--- src/design/armPkg.sv ---
// Widths, encodings, instruction word views and control bundles shared by the ARM core
package armPkg;
	localparam int wordWidth = 32;
	localparam int regAddrWidth = 4;
	localparam int pcRegIndex = 15;

	typedef logic [wordWidth-1:0] word_t;
	typedef logic [regAddrWidth-1:0] regAddr_t;

	localparam logic [3:0] mulMarker = 4'b1001; // Bits 7:4 of a MUL

	// resultSrc and aluSrcB selections
	localparam logic [1:0] resultAluOut = 2'b00;
	localparam logic [1:0] resultData = 2'b01;
	localparam logic [1:0] resultAluResult = 2'b10;
	localparam logic [1:0] srcBReg = 2'b00;
	localparam logic [1:0] srcBImm = 2'b01;
	localparam logic [1:0] srcBFour = 2'b10;

	typedef enum logic [2:0] {
		aluAdd = 3'b000,
		aluSub = 3'b001,
		aluAnd = 3'b010,
		aluOrr = 3'b011,
		aluEor = 3'b100,
		aluMul = 3'b101
	} aluOp_e;

	typedef enum logic [3:0] {
		fetchState, decodeState, memAdrState, memReadState, memWriteBackState,
		memWriteState, executeRegState, executeImmState, aluWriteBackState, branchState
	} fsmState_e;

	typedef enum logic [1:0] {
		opDataProc = 2'b00,
		opMemory = 2'b01,
		opBranch = 2'b10
	} opClass_e;

	typedef enum logic [3:0] {
		eq, ne, cs, cc, mi, pl, vs, vc, hi, ls, ge, lt, gt, le, al
	} condCode_e;

	typedef struct packed {
		condCode_e cond;
		opClass_e op;
		logic immediate;
		logic [3:0] cmd;
		logic s;
		regAddr_t rn;
		regAddr_t rd;
		logic [11:0] operand2;
	} dataProcView_t;

	typedef struct packed {
		condCode_e cond;
		opClass_e op;
		logic [4:0] addrMode; // I, P, U, B, W
		logic load;
		regAddr_t rn;
		regAddr_t rd;
		logic [11:0] offset12;
	} memoryView_t;

	typedef struct packed {
		condCode_e cond;
		opClass_e op;
		logic [1:0] funct;
		logic [23:0] offset24;
	} branchView_t;

	typedef struct packed {
		condCode_e cond;
		opClass_e op;
		logic [5:0] funct;
		regAddr_t rd;
		regAddr_t ra;
		regAddr_t rs;
		logic [3:0] marker;
		regAddr_t rm;
	} multiplyView_t;

	typedef union packed {
		dataProcView_t dataProcView;
		memoryView_t memoryView;
		branchView_t branchView;
		multiplyView_t multiplyView;
	} instr_u;

	typedef struct packed {
		logic nextPc;
		logic branch;
		logic memW;
		logic regW;
		logic irWrite;
		logic adrSrc;
		logic [1:0] resultSrc;
		logic aluSrcA;
		logic [1:0] aluSrcB;
		logic aluOpEnable;
	} fsmCtrl_t;

	typedef struct packed {
		logic pcWrite;
		logic regWrite;
		logic irWrite;
		logic adrSrc;
		logic [1:0] resultSrc;
		logic aluSrcA;
		logic [1:0] aluSrcB;
		opClass_e immSrc;
		logic [1:0] regSrc;
		logic multiplyFormat;
		aluOp_e aluControl;
	} dpCtrl_t;

	typedef struct packed {
		word_t adr;
		word_t writeData;
		logic write;
	} memReq_t;

	typedef struct packed {
		logic n;
		logic z;
		logic c;
		logic v;
	} flags_t;
endpackage

--- src/design/alu.sv ---
// Add, subtract, AND, ORR, EOR and 32-bit multiply with NZCV
`timescale 1ns/100ps
module alu
	import armPkg::*;
(
	input word_t a,
	input word_t b,
	input aluOp_e control,
	output word_t result,
	output flags_t flags
);
	logic subtract;
	logic arithmetic;
	word_t bInv;
	logic [wordWidth:0] sum;
	logic overflow;

	assign subtract = (control == aluSub);
	assign arithmetic = (control == aluAdd) || subtract;
	assign bInv = subtract ? ~b : b;
	assign sum = {1'b0, a} + {1'b0, bInv} + {{wordWidth{1'b0}}, subtract}; // a - b = a + ~b + 1

	always_comb begin
		case (control)
			aluAdd: result = sum[wordWidth-1:0];
			aluSub: result = sum[wordWidth-1:0];
			aluAnd: result = a & b;
			aluOrr: result = a | b;
			aluEor: result = a ^ b;
			aluMul: result = a * b; // Low word only
			default: result = sum[wordWidth-1:0];
		endcase
	end

	// Same-sign operands giving a result of the other sign
	assign overflow = (a[wordWidth-1] ~^ bInv[wordWidth-1])
		&& (a[wordWidth-1] ^ sum[wordWidth-1]);

	assign flags = '{
		n: result[wordWidth-1],
		z: (result == '0),
		c: arithmetic && sum[wordWidth],
		v: arithmetic && overflow
	};
endmodule

--- src/design/regFile.sv ---
// Fifteen general registers with R15 supplied by the datapath
`timescale 1ns/100ps
module regFile
	import armPkg::*;
(
	input logic clk,
	input logic writeEnable,
	input regAddr_t readAddr1,
	input regAddr_t readAddr2,
	input regAddr_t writeAddr,
	input word_t writeData,
	input word_t pcPlus8,
	output word_t readData1,
	output word_t readData2
);
	word_t regs [0:pcRegIndex-1];

	always_ff @(posedge clk) begin
		if (writeEnable)
			regs[writeAddr] <= writeData;
	end

	assign readData1 = (readAddr1 == regAddr_t'(pcRegIndex)) ? pcPlus8 : regs[readAddr1];
	assign readData2 = (readAddr2 == regAddr_t'(pcRegIndex)) ? pcPlus8 : regs[readAddr2];

	// Writes to R15 must have been turned into PC writes upstream
	noPcWrite: assert property (@(posedge clk)
		writeEnable |-> writeAddr != regAddr_t'(pcRegIndex))
		else $error("Register file write aimed at R15");
endmodule

--- src/design/datapath.sv ---
// PC, instruction and data registers, operand muxes, extension and result select
`timescale 1ns/100ps
module datapath
	import armPkg::*;
#(
	parameter word_t resetAddress = '0
) (
	input logic clk,
	input logic reset,
	input dpCtrl_t ctrl,
	input word_t readData,
	output instr_u instr,
	output flags_t aluFlags,
	output word_t adr,
	output word_t writeData
);
	word_t pc;
	instr_u instrReg;
	word_t data;
	word_t aReg;
	word_t writeDataReg;
	word_t aluOut;
	word_t aluResult;
	word_t result;
	word_t extImm;
	word_t srcA;
	word_t srcB;
	word_t readData1;
	word_t readData2;
	regAddr_t readAddr1;
	regAddr_t readAddr2;
	regAddr_t writeAddr;

	always_ff @(posedge clk or posedge reset) begin
		if (reset) begin
			pc <= resetAddress;
			instrReg <= '0;
		end else begin
			if (ctrl.pcWrite)
				pc <= result;
			if (ctrl.irWrite)
				instrReg <= readData;
		end
	end

	// Non-architectural registers between cycles
	always_ff @(posedge clk) begin
		data <= readData;
		aReg <= readData1;
		writeDataReg <= readData2;
		aluOut <= aluResult;
	end

	assign adr = ctrl.adrSrc ? result : pc;
	assign instr = instrReg;
	assign writeData = writeDataReg;

	always_comb begin
		if (ctrl.regSrc[0])
			readAddr1 = regAddr_t'(pcRegIndex); // Branch base is PC + 8
		else if (ctrl.multiplyFormat)
			readAddr1 = instrReg.multiplyView.rm;
		else
			readAddr1 = instrReg.dataProcView.rn;

		if (ctrl.regSrc[1])
			readAddr2 = instrReg.memoryView.rd; // Store data
		else if (ctrl.multiplyFormat)
			readAddr2 = instrReg.multiplyView.rs;
		else
			readAddr2 = instrReg.dataProcView.operand2[3:0];

		writeAddr = ctrl.multiplyFormat ? instrReg.multiplyView.rd : instrReg.dataProcView.rd;
	end

	regFile regs (
		.clk(clk),
		.writeEnable(ctrl.regWrite),
		.readAddr1(readAddr1),
		.readAddr2(readAddr2),
		.writeAddr(writeAddr),
		.writeData(result),
		.pcPlus8(result), // Holds PC + 4 during decode
		.readData1(readData1),
		.readData2(readData2)
	);

	always_comb begin
		case (ctrl.immSrc)
			opDataProc: extImm = {24'b0, instrReg.dataProcView.operand2[7:0]};
			opMemory: extImm = {20'b0, instrReg.memoryView.offset12};
			default: extImm = {{6{instrReg.branchView.offset24[23]}},
				instrReg.branchView.offset24, 2'b00};
		endcase
	end

	assign srcA = ctrl.aluSrcA ? pc : aReg;

	always_comb begin
		case (ctrl.aluSrcB)
			srcBReg: srcB = writeDataReg;
			srcBImm: srcB = extImm;
			srcBFour: srcB = word_t'(4);
			default: srcB = writeDataReg;
		endcase
	end

	alu alu (
		.a(srcA),
		.b(srcB),
		.control(ctrl.aluControl),
		.result(aluResult),
		.flags(aluFlags)
	);

	always_comb begin
		case (ctrl.resultSrc)
			resultAluOut: result = aluOut;
			resultData: result = data;
			resultAluResult: result = aluResult;
			default: result = aluOut;
		endcase
	end

	// Loads and stores address whole words only
	dataAligned: assert property (@(posedge clk) disable iff (reset)
		ctrl.adrSrc |-> adr[1:0] == 2'b00)
		else $error("Data access at unaligned address %h", adr);
endmodule

--- src/design/mainFsm.sv ---
// Multicycle state register, next-state logic and per-state control patterns
`timescale 1ns/100ps
module mainFsm
	import armPkg::*;
(
	input logic clk,
	input logic reset,
	input opClass_e opClass,
	input logic immediateOperand,
	input logic load,
	output fsmCtrl_t ctrl
);
	fsmState_e state;
	fsmState_e nextState;

	always_ff @(posedge clk or posedge reset) begin
		if (reset)
			state <= fetchState;
		else
			state <= nextState;
	end

	always_comb begin
		case (state)
			fetchState: nextState = decodeState;
			decodeState: begin
				case (opClass)
					opDataProc: nextState = immediateOperand ? executeImmState : executeRegState;
					opMemory: nextState = memAdrState;
					opBranch: nextState = branchState;
					default: nextState = fetchState; // Unused class, skip it
				endcase
			end
			memAdrState: nextState = load ? memReadState : memWriteState;
			memReadState: nextState = memWriteBackState;
			executeRegState: nextState = aluWriteBackState;
			executeImmState: nextState = aluWriteBackState;
			default: nextState = fetchState; // Write-back, store and branch all end here
		endcase
	end

	// Bit order nextPc branch memW regW | irWrite adrSrc resultSrc[1:0]
	// | aluSrcA aluSrcB[1:0] aluOpEnable
	always_comb begin
		case (state)
			fetchState: ctrl = 12'b1000_1010_1100;        // IR load, PC += 4
			decodeState: ctrl = 12'b0000_0010_1100;       // PC + 4 feeds R15
			memAdrState: ctrl = 12'b0000_0000_0010;       // Rn + offset
			memReadState: ctrl = 12'b0000_0100_0000;
			memWriteBackState: ctrl = 12'b0001_0001_0000;
			memWriteState: ctrl = 12'b0010_0100_0000;
			executeRegState: ctrl = 12'b0000_0000_0001;
			executeImmState: ctrl = 12'b0000_0000_0011;
			aluWriteBackState: ctrl = 12'b0001_0000_0000;
			branchState: ctrl = 12'b0100_0010_0010;       // Target straight from ALU
			default: ctrl = '0;
		endcase
	end

	// Only the ten defined states may ever be reached
	stateKnown: assert property (@(posedge clk) disable iff (reset)
		!$isunknown(state) && state inside {[fetchState:branchState]})
		else $error("FSM state %0d is not a defined state", state);
endmodule

--- src/design/instrDecoder.sv ---
// ALU decode, flag-write select, PC-write request and operand routing
`timescale 1ns/100ps
module instrDecoder
	import armPkg::*;
(
	input logic clk,
	input logic reset,
	input instr_u instr,
	output dpCtrl_t dpDecode,
	output logic [1:0] flagWrite,
	output logic pcSrcRequest,
	output logic regWriteRequest,
	output logic memWriteRequest,
	output logic nextPc
);
	fsmCtrl_t ctrl;
	opClass_e opClass;
	logic multiplyFormat;
	logic destIsPc;
	regAddr_t destAddr;
	aluOp_e aluControl;

	assign opClass = instr.dataProcView.op;

	mainFsm fsm (
		.clk(clk),
		.reset(reset),
		.opClass(opClass),
		.immediateOperand(instr.dataProcView.immediate),
		.load(instr.memoryView.load),
		.ctrl(ctrl)
	);

	// MUL hides inside the register form of the data-processing class
	assign multiplyFormat = (opClass == opDataProc) && !instr.dataProcView.immediate
		&& (instr.multiplyView.marker == mulMarker);
	assign destAddr = multiplyFormat ? instr.multiplyView.rd : instr.dataProcView.rd;
	assign destIsPc = (destAddr == regAddr_t'(pcRegIndex));

	always_comb begin
		aluControl = aluAdd; // Address and PC arithmetic
		flagWrite = 2'b00;
		if (ctrl.aluOpEnable) begin
			if (multiplyFormat)
				aluControl = aluMul;
			else begin
				case (instr.dataProcView.cmd)
					4'b0100: aluControl = aluAdd;
					4'b0010: aluControl = aluSub;
					4'b0000: aluControl = aluAnd;
					4'b1100: aluControl = aluOrr;
					4'b0001: aluControl = aluEor;
					default: aluControl = aluAdd;
				endcase
			end
			flagWrite[1] = instr.dataProcView.s; // NZ
			flagWrite[0] = instr.dataProcView.s
				&& (aluControl == aluAdd || aluControl == aluSub); // CV from adder only
		end
	end

	// A write to R15 goes to the PC instead of the register file
	assign pcSrcRequest = ctrl.branch || (ctrl.regW && destIsPc);
	assign regWriteRequest = ctrl.regW && !destIsPc;
	assign memWriteRequest = ctrl.memW;
	assign nextPc = ctrl.nextPc;

	assign dpDecode = '{
		pcWrite: 1'b0,
		regWrite: 1'b0,
		irWrite: ctrl.irWrite,
		adrSrc: ctrl.adrSrc,
		resultSrc: ctrl.resultSrc,
		aluSrcA: ctrl.aluSrcA,
		aluSrcB: ctrl.aluSrcB,
		immSrc: opClass,
		regSrc: {opClass == opMemory, opClass == opBranch},
		multiplyFormat: multiplyFormat,
		aluControl: aluControl
	};
endmodule

--- src/design/condLogic.sv ---
// NZ and CV flag registers, condition check and write-enable gating
`timescale 1ns/100ps
module condLogic
	import armPkg::*;
(
	input logic clk,
	input logic reset,
	input condCode_e cond,
	input flags_t aluFlags,
	input logic [1:0] flagWrite,
	input logic pcSrcRequest,
	input logic regWriteRequest,
	input logic memWriteRequest,
	input logic nextPc,
	output logic pcWrite,
	output logic regWrite,
	output logic memWrite
);
	logic [1:0] nzFlags;
	logic [1:0] cvFlags;
	flags_t heldFlags;
	logic [1:0] flagEnable;
	logic condEx;
	logic condHeld;
	logic signedGe;

	assign flagEnable = flagWrite & {2{condHeld}};

	always_ff @(posedge clk or posedge reset) begin
		if (reset) begin
			nzFlags <= 2'b00;
			cvFlags <= 2'b00;
			condHeld <= 1'b0;
		end else begin
			condHeld <= condEx; // Check made in decode, used from execute on
			if (flagEnable[1])
				nzFlags <= {aluFlags.n, aluFlags.z};
			if (flagEnable[0])
				cvFlags <= {aluFlags.c, aluFlags.v};
		end
	end

	assign heldFlags = {nzFlags, cvFlags};
	assign signedGe = (heldFlags.n == heldFlags.v);

	always_comb begin
		case (cond)
			eq: condEx = heldFlags.z;
			ne: condEx = !heldFlags.z;
			cs: condEx = heldFlags.c;
			cc: condEx = !heldFlags.c;
			mi: condEx = heldFlags.n;
			pl: condEx = !heldFlags.n;
			vs: condEx = heldFlags.v;
			vc: condEx = !heldFlags.v;
			hi: condEx = heldFlags.c && !heldFlags.z;
			ls: condEx = !heldFlags.c || heldFlags.z;
			ge: condEx = signedGe;
			lt: condEx = !signedGe;
			gt: condEx = !heldFlags.z && signedGe;
			le: condEx = heldFlags.z || !signedGe;
			al: condEx = 1'b1;
			default: condEx = 1'b0; // 1111 never executes
		endcase
	end

	assign pcWrite = (pcSrcRequest && condHeld) || nextPc;
	assign regWrite = regWriteRequest && condHeld;
	assign memWrite = memWriteRequest && condHeld;

	// Register write-back and stores live in different states
	writesExclusive: assert property (@(posedge clk) disable iff (reset)
		!(regWrite && memWrite))
		else $error("Register write and memory write in the same cycle");
endmodule

--- src/design/armCore.sv ---
// Core top level with the controller pieces, the datapath and the single memory port
`timescale 1ns/100ps
module armCore
	import armPkg::*;
#(
	parameter word_t resetAddress = '0
) (
	input logic clk,
	input logic reset,
	output memReq_t memReq,
	input word_t readData
);
	instr_u instr;
	flags_t aluFlags;
	dpCtrl_t dpDecode;
	dpCtrl_t dpCtrl;
	logic [1:0] flagWrite;
	logic pcSrcRequest;
	logic regWriteRequest;
	logic memWriteRequest;
	logic nextPc;
	logic pcWrite;
	logic regWrite;
	logic memWrite;
	word_t adr;
	word_t writeData;

	instrDecoder decoder (
		.clk(clk),
		.reset(reset),
		.instr(instr),
		.dpDecode(dpDecode),
		.flagWrite(flagWrite),
		.pcSrcRequest(pcSrcRequest),
		.regWriteRequest(regWriteRequest),
		.memWriteRequest(memWriteRequest),
		.nextPc(nextPc)
	);

	condLogic cond (
		.clk(clk),
		.reset(reset),
		.cond(instr.dataProcView.cond),
		.aluFlags(aluFlags),
		.flagWrite(flagWrite),
		.pcSrcRequest(pcSrcRequest),
		.regWriteRequest(regWriteRequest),
		.memWriteRequest(memWriteRequest),
		.nextPc(nextPc),
		.pcWrite(pcWrite),
		.regWrite(regWrite),
		.memWrite(memWrite)
	);

	// Gated enables replace the decoder's placeholders
	always_comb begin
		dpCtrl = dpDecode;
		dpCtrl.pcWrite = pcWrite;
		dpCtrl.regWrite = regWrite;
	end

	datapath #(
		.resetAddress(resetAddress)
	) dp (
		.clk(clk),
		.reset(reset),
		.ctrl(dpCtrl),
		.readData(readData),
		.instr(instr),
		.aluFlags(aluFlags),
		.adr(adr),
		.writeData(writeData)
	);

	assign memReq = '{adr: adr, writeData: writeData, write: memWrite};
endmodule

--- config.mk ---
export PLATFORM = sky130hd
export DESIGN_NAME = armCore
export DESIGN_NICKNAME = d
export VERILOG_FILES = /design/src/design/armPkg.sv /design/src/design/alu.sv /design/src/design/regFile.sv /design/src/design/datapath.sv /design/src/design/mainFsm.sv /design/src/design/instrDecoder.sv /design/src/design/condLogic.sv /design/src/design/armCore.sv
export SDC_FILE = /design/constraint.sdc
export NUM_CORES = 2
export LEC_CHECK = 0
export ABC_CLOCK_PERIOD_IN_PS = 20000
export BUFFER_PORTS_ARGS = -buffer_cell sky130_fd_sc_hd__buf_2
export CORE_ASPECT_RATIO = 1.75
export CORE_MARGIN = 4
export CORE_UTILIZATION = 48
export DETAILED_ROUTE_END_ITERATION = 8
export SLEW_MARGIN = 5
export SYNTH_ARGS = -nofsm -noshare
export SYNTH_HDL_FRONTEND = slang
export SYNTH_SLANG_ARGS = --single-unit
--- constraint.sdc ---
create_clock -name clk -period 20 [get_ports clk]
set_input_delay 5 -clock clk [delete_from_list [all_inputs] [get_ports clk]]
set_output_delay 5 -clock clk [all_outputs]
set_load 0.1 [all_outputs]
Yosys cells after proc, flatten, opt, wreduce, memory -nomap -nowiden:

Memory sizes are Yosys's and may differ from the RTL's.
Index checks and enable logic that the tools add are counted.

* bits in registers: 201
* memory bits (writable): 480
* ROM bits: 192
* input bits: 34
* output and inout bits: 65
* logic and storage cells: 121
* memories: 2

* add/sub/neg operators: 2
* multipliers: 1
* equality and inequality tests: 39
* muxes and demuxes: 26
* bitwise logic cells: 7
* reductions and logical operators: 34

Memory list
* dp.regs.regs: depth 15, bits a word 32, read ports 2, clocked after Yosys merged registers in 0, wr ports 1, RTL line regFile.sv:16 `word_t regs [0:pcRegIndex-1];`
* (no name shown): depth 16, bits a word 12, read ports 1, clocked after Yosys merged registers in 0, wr ports 0, RTL line mainFsm.sv:45 `case (state)`

Operator list (count)
* $pmux W32 S2: 3
* $mux W32: 5
* $pmux W32 S4: 1
* $eq A4 B4 Y1 const B: 12
* $add A32 B32 Y33: 1
* $add A33 B1 Y33: 1
* $and A32 B32 Y32: 1
* $logic_not A32 Y1: 1
* $mul A32 B32 Y32: 1
* $not A32 Y32: 1
* $or A32 B32 Y32: 1
* $xor A32 B32 Y32: 1
* $eq A4 B3 Y1 const B: 6
* $eq A4 B2 Y1 const B: 5
* $mux W4: 5
* $pmux W4 S5: 1
* $pmux W1 S15: 1
* $logic_and A1 B1 Y1: 13
* $eq A4 B1 Y1 const B: 3
* $logic_not A4 Y1: 3
* $mux W3: 4
* $pmux W3 S4: 1
* $pmux W4 S3: 1
* $logic_not A1 Y1: 7
* 15 further kinds: 30

Logic depth before layout (Yosys ltp):

* depth after elaboration: 13
* mapped depth: 42

By module:

From an unflattened synthesis, not the netlist that was laid out.

* cell total of the unflattened synthesis: 4581
* area total of the unflattened synthesis: 50627.3 um^2

Modules (own cells, without submodules)
* regFile: instances 1, cells an instance 1443, area each 23004.6 um^2
* alu: instances 1, cells an instance 2400, area each 19381.1 um^2
* datapath: instances 1, cells an instance 627, area each 7272.0 um^2
* condLogic: instances 1, cells an instance 40, area each 367.9 um^2
* mainFsm: instances 1, cells an instance 40, area each 360.3 um^2
* instrDecoder: instances 1, cells an instance 30, area each 234.0 um^2
* armCore: instances 1, cells an instance 1, area each 7.5 um^2

Worst setup path before layout:

No wires, ideal clock.

* path type: register to output
* from: reg decoder.fsm.state[1]
* to: out memReq[62] in the netlist's numbering
* data arrival time: 11.388 ns
* data required time: 15.000 ns
* setup slack: 3.612 ns
* stages on the path, launching flop included: 41
* cells stage by stage: dfrtp_1 -> clkbuf_1 -> nor3_2 -> buf_2 -> buf_2 -> buf_2 -> inv_1 -> ha_1 -> clkbuf_1 -> clkbuf_1 -> clkbuf_1 -> a211oi_1 -> a21oi_1 -> inv_1 -> clkbuf_1 -> nor2_1 -> fa_1 -> inv_1 -> (+5 left out) -> inv_1 -> fa_1 -> inv_1 -> fa_1 -> fa_1 -> ha_1 -> a21o_1 -> a21o_1 -> a21oi_1 -> nand2b_1 -> o31ai_1 -> or2_2 -> o21ai_0 -> xnor2_1 -> o221ai_1 -> a22oi_1 -> o21ai_0 -> mux2_2

RTL lines
* start: declaration: RTL line mainFsm.sv:13 `fsmState_e state;`
* start signal: assignment: RTL line mainFsm.sv:18 `state <= fetchState;`
* start signal: assignment: RTL line mainFsm.sv:20 `state <= nextState;`
* end: declaration: RTL line armCore.sv:10 `output memReq_t memReq,`

==> flow_metrics.tcl <==
set metrics [dict create \
    cap_violations 0 \
    slew_violations 0 \
    period_needed_ns 18.01 \
    clock-sinks 681 \
    syn_avg_cell_area_um2 10.4 \
    wl_per_cell_um 30.0 \
    hold_path.class "reg -> reg" \
    synth_top_area_share_pct 28.9 \
    synth-seq-cells 681 \
    nets 5406 \
    finalHoldViolCount 0 \
    worstSkewPairLatency_ns 0.64 \
    cts_made_buffers 56 \
    synth_fp_nets 5435 \
    synthCells 4770 \
    fmax_mhz 55.5 \
    post-route-drc-count 0 \
    final_layout_size_suffix_gt1_share_pct 12.5 \
    yosysMostFrequentCell "nand2_1" \
    grt_pass1_vias 39800 \
    ios 99 \
    cts_root_buf "clkbuf_16" \
    ys_top_cells_by_area "edfxtp_1 29%, fa_1 16%, nand2_1 5.6%" \
    htreeDepth 2 \
    antenna_found_initial 5 \
    grtUsageTotal_pct 33.2 \
    cp.arrival_ns 13.01 \
    worst-path-max-fanout 41 \
    setup_tns_ns 0 \
    die_w_um 252 \
    wl_mm 184 \
    yosysTopAreaCell "edfxtp_1" \
    portBuffers 98 \
    post_drt_via_cell_ratio 6.28 \
    core_mm2 0.103 \
    worstMarginPinSlew_ns 1.38 \
    vias 38500 \
    firstDrtPassIters 9 \
    ctsLongestPathBuffers 3 \
    rows 156 \
    grt-ovfl-total 0 \
    die_h_um 434 \
    place_congestion 1.04 \
    slew_headroom_pct 7.69 \
    ys_top_cells_by_count "749 x nand2_1, 480 x edfxtp_1, 443 x inv_1" \
    cp-end-kind "output pin" \
    synthFlopType "edfxtp_1" \
    cp-start-kind "flop" \
    fillers 9288 \
    ant_nets 0 \
    grt_setup_unrepaired "no" \
    synth_edf_count 480 \
    finalCritPeriodShare_pct 90.0 \
    cts_tree "done" \
    drtIter0Drc 3664 \
    worst_path_max_delay_cell "a2111oi_1" \
    setup_viol 0 \
    cts.repair.resized 0 \
    post_cts_buffers 0 \
    critPathMaxStageDelay_ns 1.22 \
    grt_max_degree 133 \
    cts_hold_buffers 0 \
    grt_pass1_wl_mm 264 \
    async_flop_share_pct 10.7 \
    die-area_mm2 0.109 \
    syn_area_mm2 0.0498 \
    hpwl_mm 130 \
    area_growth_syn_to_layout_pct 8.33 \
    yosysUniqueCellTypes 85 \
    outcome "finished clean" \
    crit_top_cell "fa_1" \
    crit_required_ns 15.00 \
    cts.clk_slew.worst_paths_ns 0.07 \
    critPathKind "reg -> out" \
    yosysSeqAreaShare_pct 37.7 \
    clock_skew_ns 0.0319 \
    yosys_warnings 0 \
    start_util_pct 48.3 \
]
## sequential cells by signal, indices dropped and copies added, names as in the netlist
name,flops
dp.regs.regs,480
dp.pc,32
dp.instr,32
cond.cvFlags,2
cond.nzFlags,2
cond.condHeld,1
dp.aReg,32
decoder.fsm.state,4
dp.writeData,32
dp.aluOut,32
dp.data,32
## worst paths after layout
check                                   to  cells past startpoint                 start  slack, ns
min                              dp.pc[24]                      1             dp.pc[24]       0.53
max reg2reg                cond.nzFlags[0]                     30  decoder.fsm.state[1]       7.46
min in group asynchronous  cond.cvFlags[0]                      2                 reset       4.32
max                             memReq[62]                     33  decoder.fsm.state[1]       1.99
min reg2reg                      dp.pc[24]                      1             dp.pc[24]       0.53
max in group asynchronous      dp.instr[5]                      3                 reset      14.47
## cells by family after synthesis
| group | share of synthesized area, % |
|---|---|
| fa+ha+maj | 22.0 |
| mux | 8.13 |
| buf+inv | 5.87 |
| flops | 37.7 |
| compound gates | 12.2 |
| xor+xnor | 2.42 |
| simple gates | 11.7 |
## critical path, delay by kind of cell (launching register included)
kind                     cells  cell delay, ns
adder cells (fa/ha/maj)     10            4.42
AO/OA/AOI/OAI                9            3.55
AND/OR/NAND/NOR              7            1.93
buffers and inverters        5            1.36
flip-flops                   1            0.73
multiplexers                 1            0.18
XOR/XNOR                     1            0.16
## through the flow
step                      hold WS, ns  setup WS, ns  area [um^2]  cells  utilization [%]
final                           0.534          1.99        54000   6135             52.3
after global routing            0.556          1.65        54000   6132             52.3
after CTS                       0.531          2.42        54000   6132             52.3
after detailed placement        0.516          3.14        52000   6026             50.4
after global placement          0.509          3.16        52000   6026             50.4
after floorplan                 0.491          3.61        49800   4770                -
## cells in the final DEF (no fill, tap or decap), drive strengths merged, types with 127 or more instances in the layout
cell type  Yosys  layout
buf           58     221
nor2         410     410
dfxtp        128     128
ha           222     222
o21ai        168     168
a21oi        228     228
nand2        749     749
fa           409     409
inv          448     453
edfxtp       480     480
mux2         127     127
## area by class of cell
cell class	count	area [um^2]	share of cell area [%]
antenna	3	7.51	0.0139
inverter	461	1730	3.21
sequential	681	18800	34.8
timing repair buffer	221	1430	2.64
multi-input combinational	3320	28400	52.6
tap	1343	1680	3.11
clock inverter	26	314	0.582
clock buffer	80	1610	2.99
## routing by layer
metal | GRT usage [%] | share of wire [%] | up-vias
li1 | - | - | 16500
met1 | 35.4 | 32 | 19400
met2 | 58.5 | 50 | 1960
met3 | 4.57 | 7.1 | 741
met4 | 27.0 | 10 | 2
met5 | 0 | 0.0038 | -
Power is left out: the tool's default activity adds up to more than one toggle a clock period on the data nets, which glitch-free logic cannot reach.
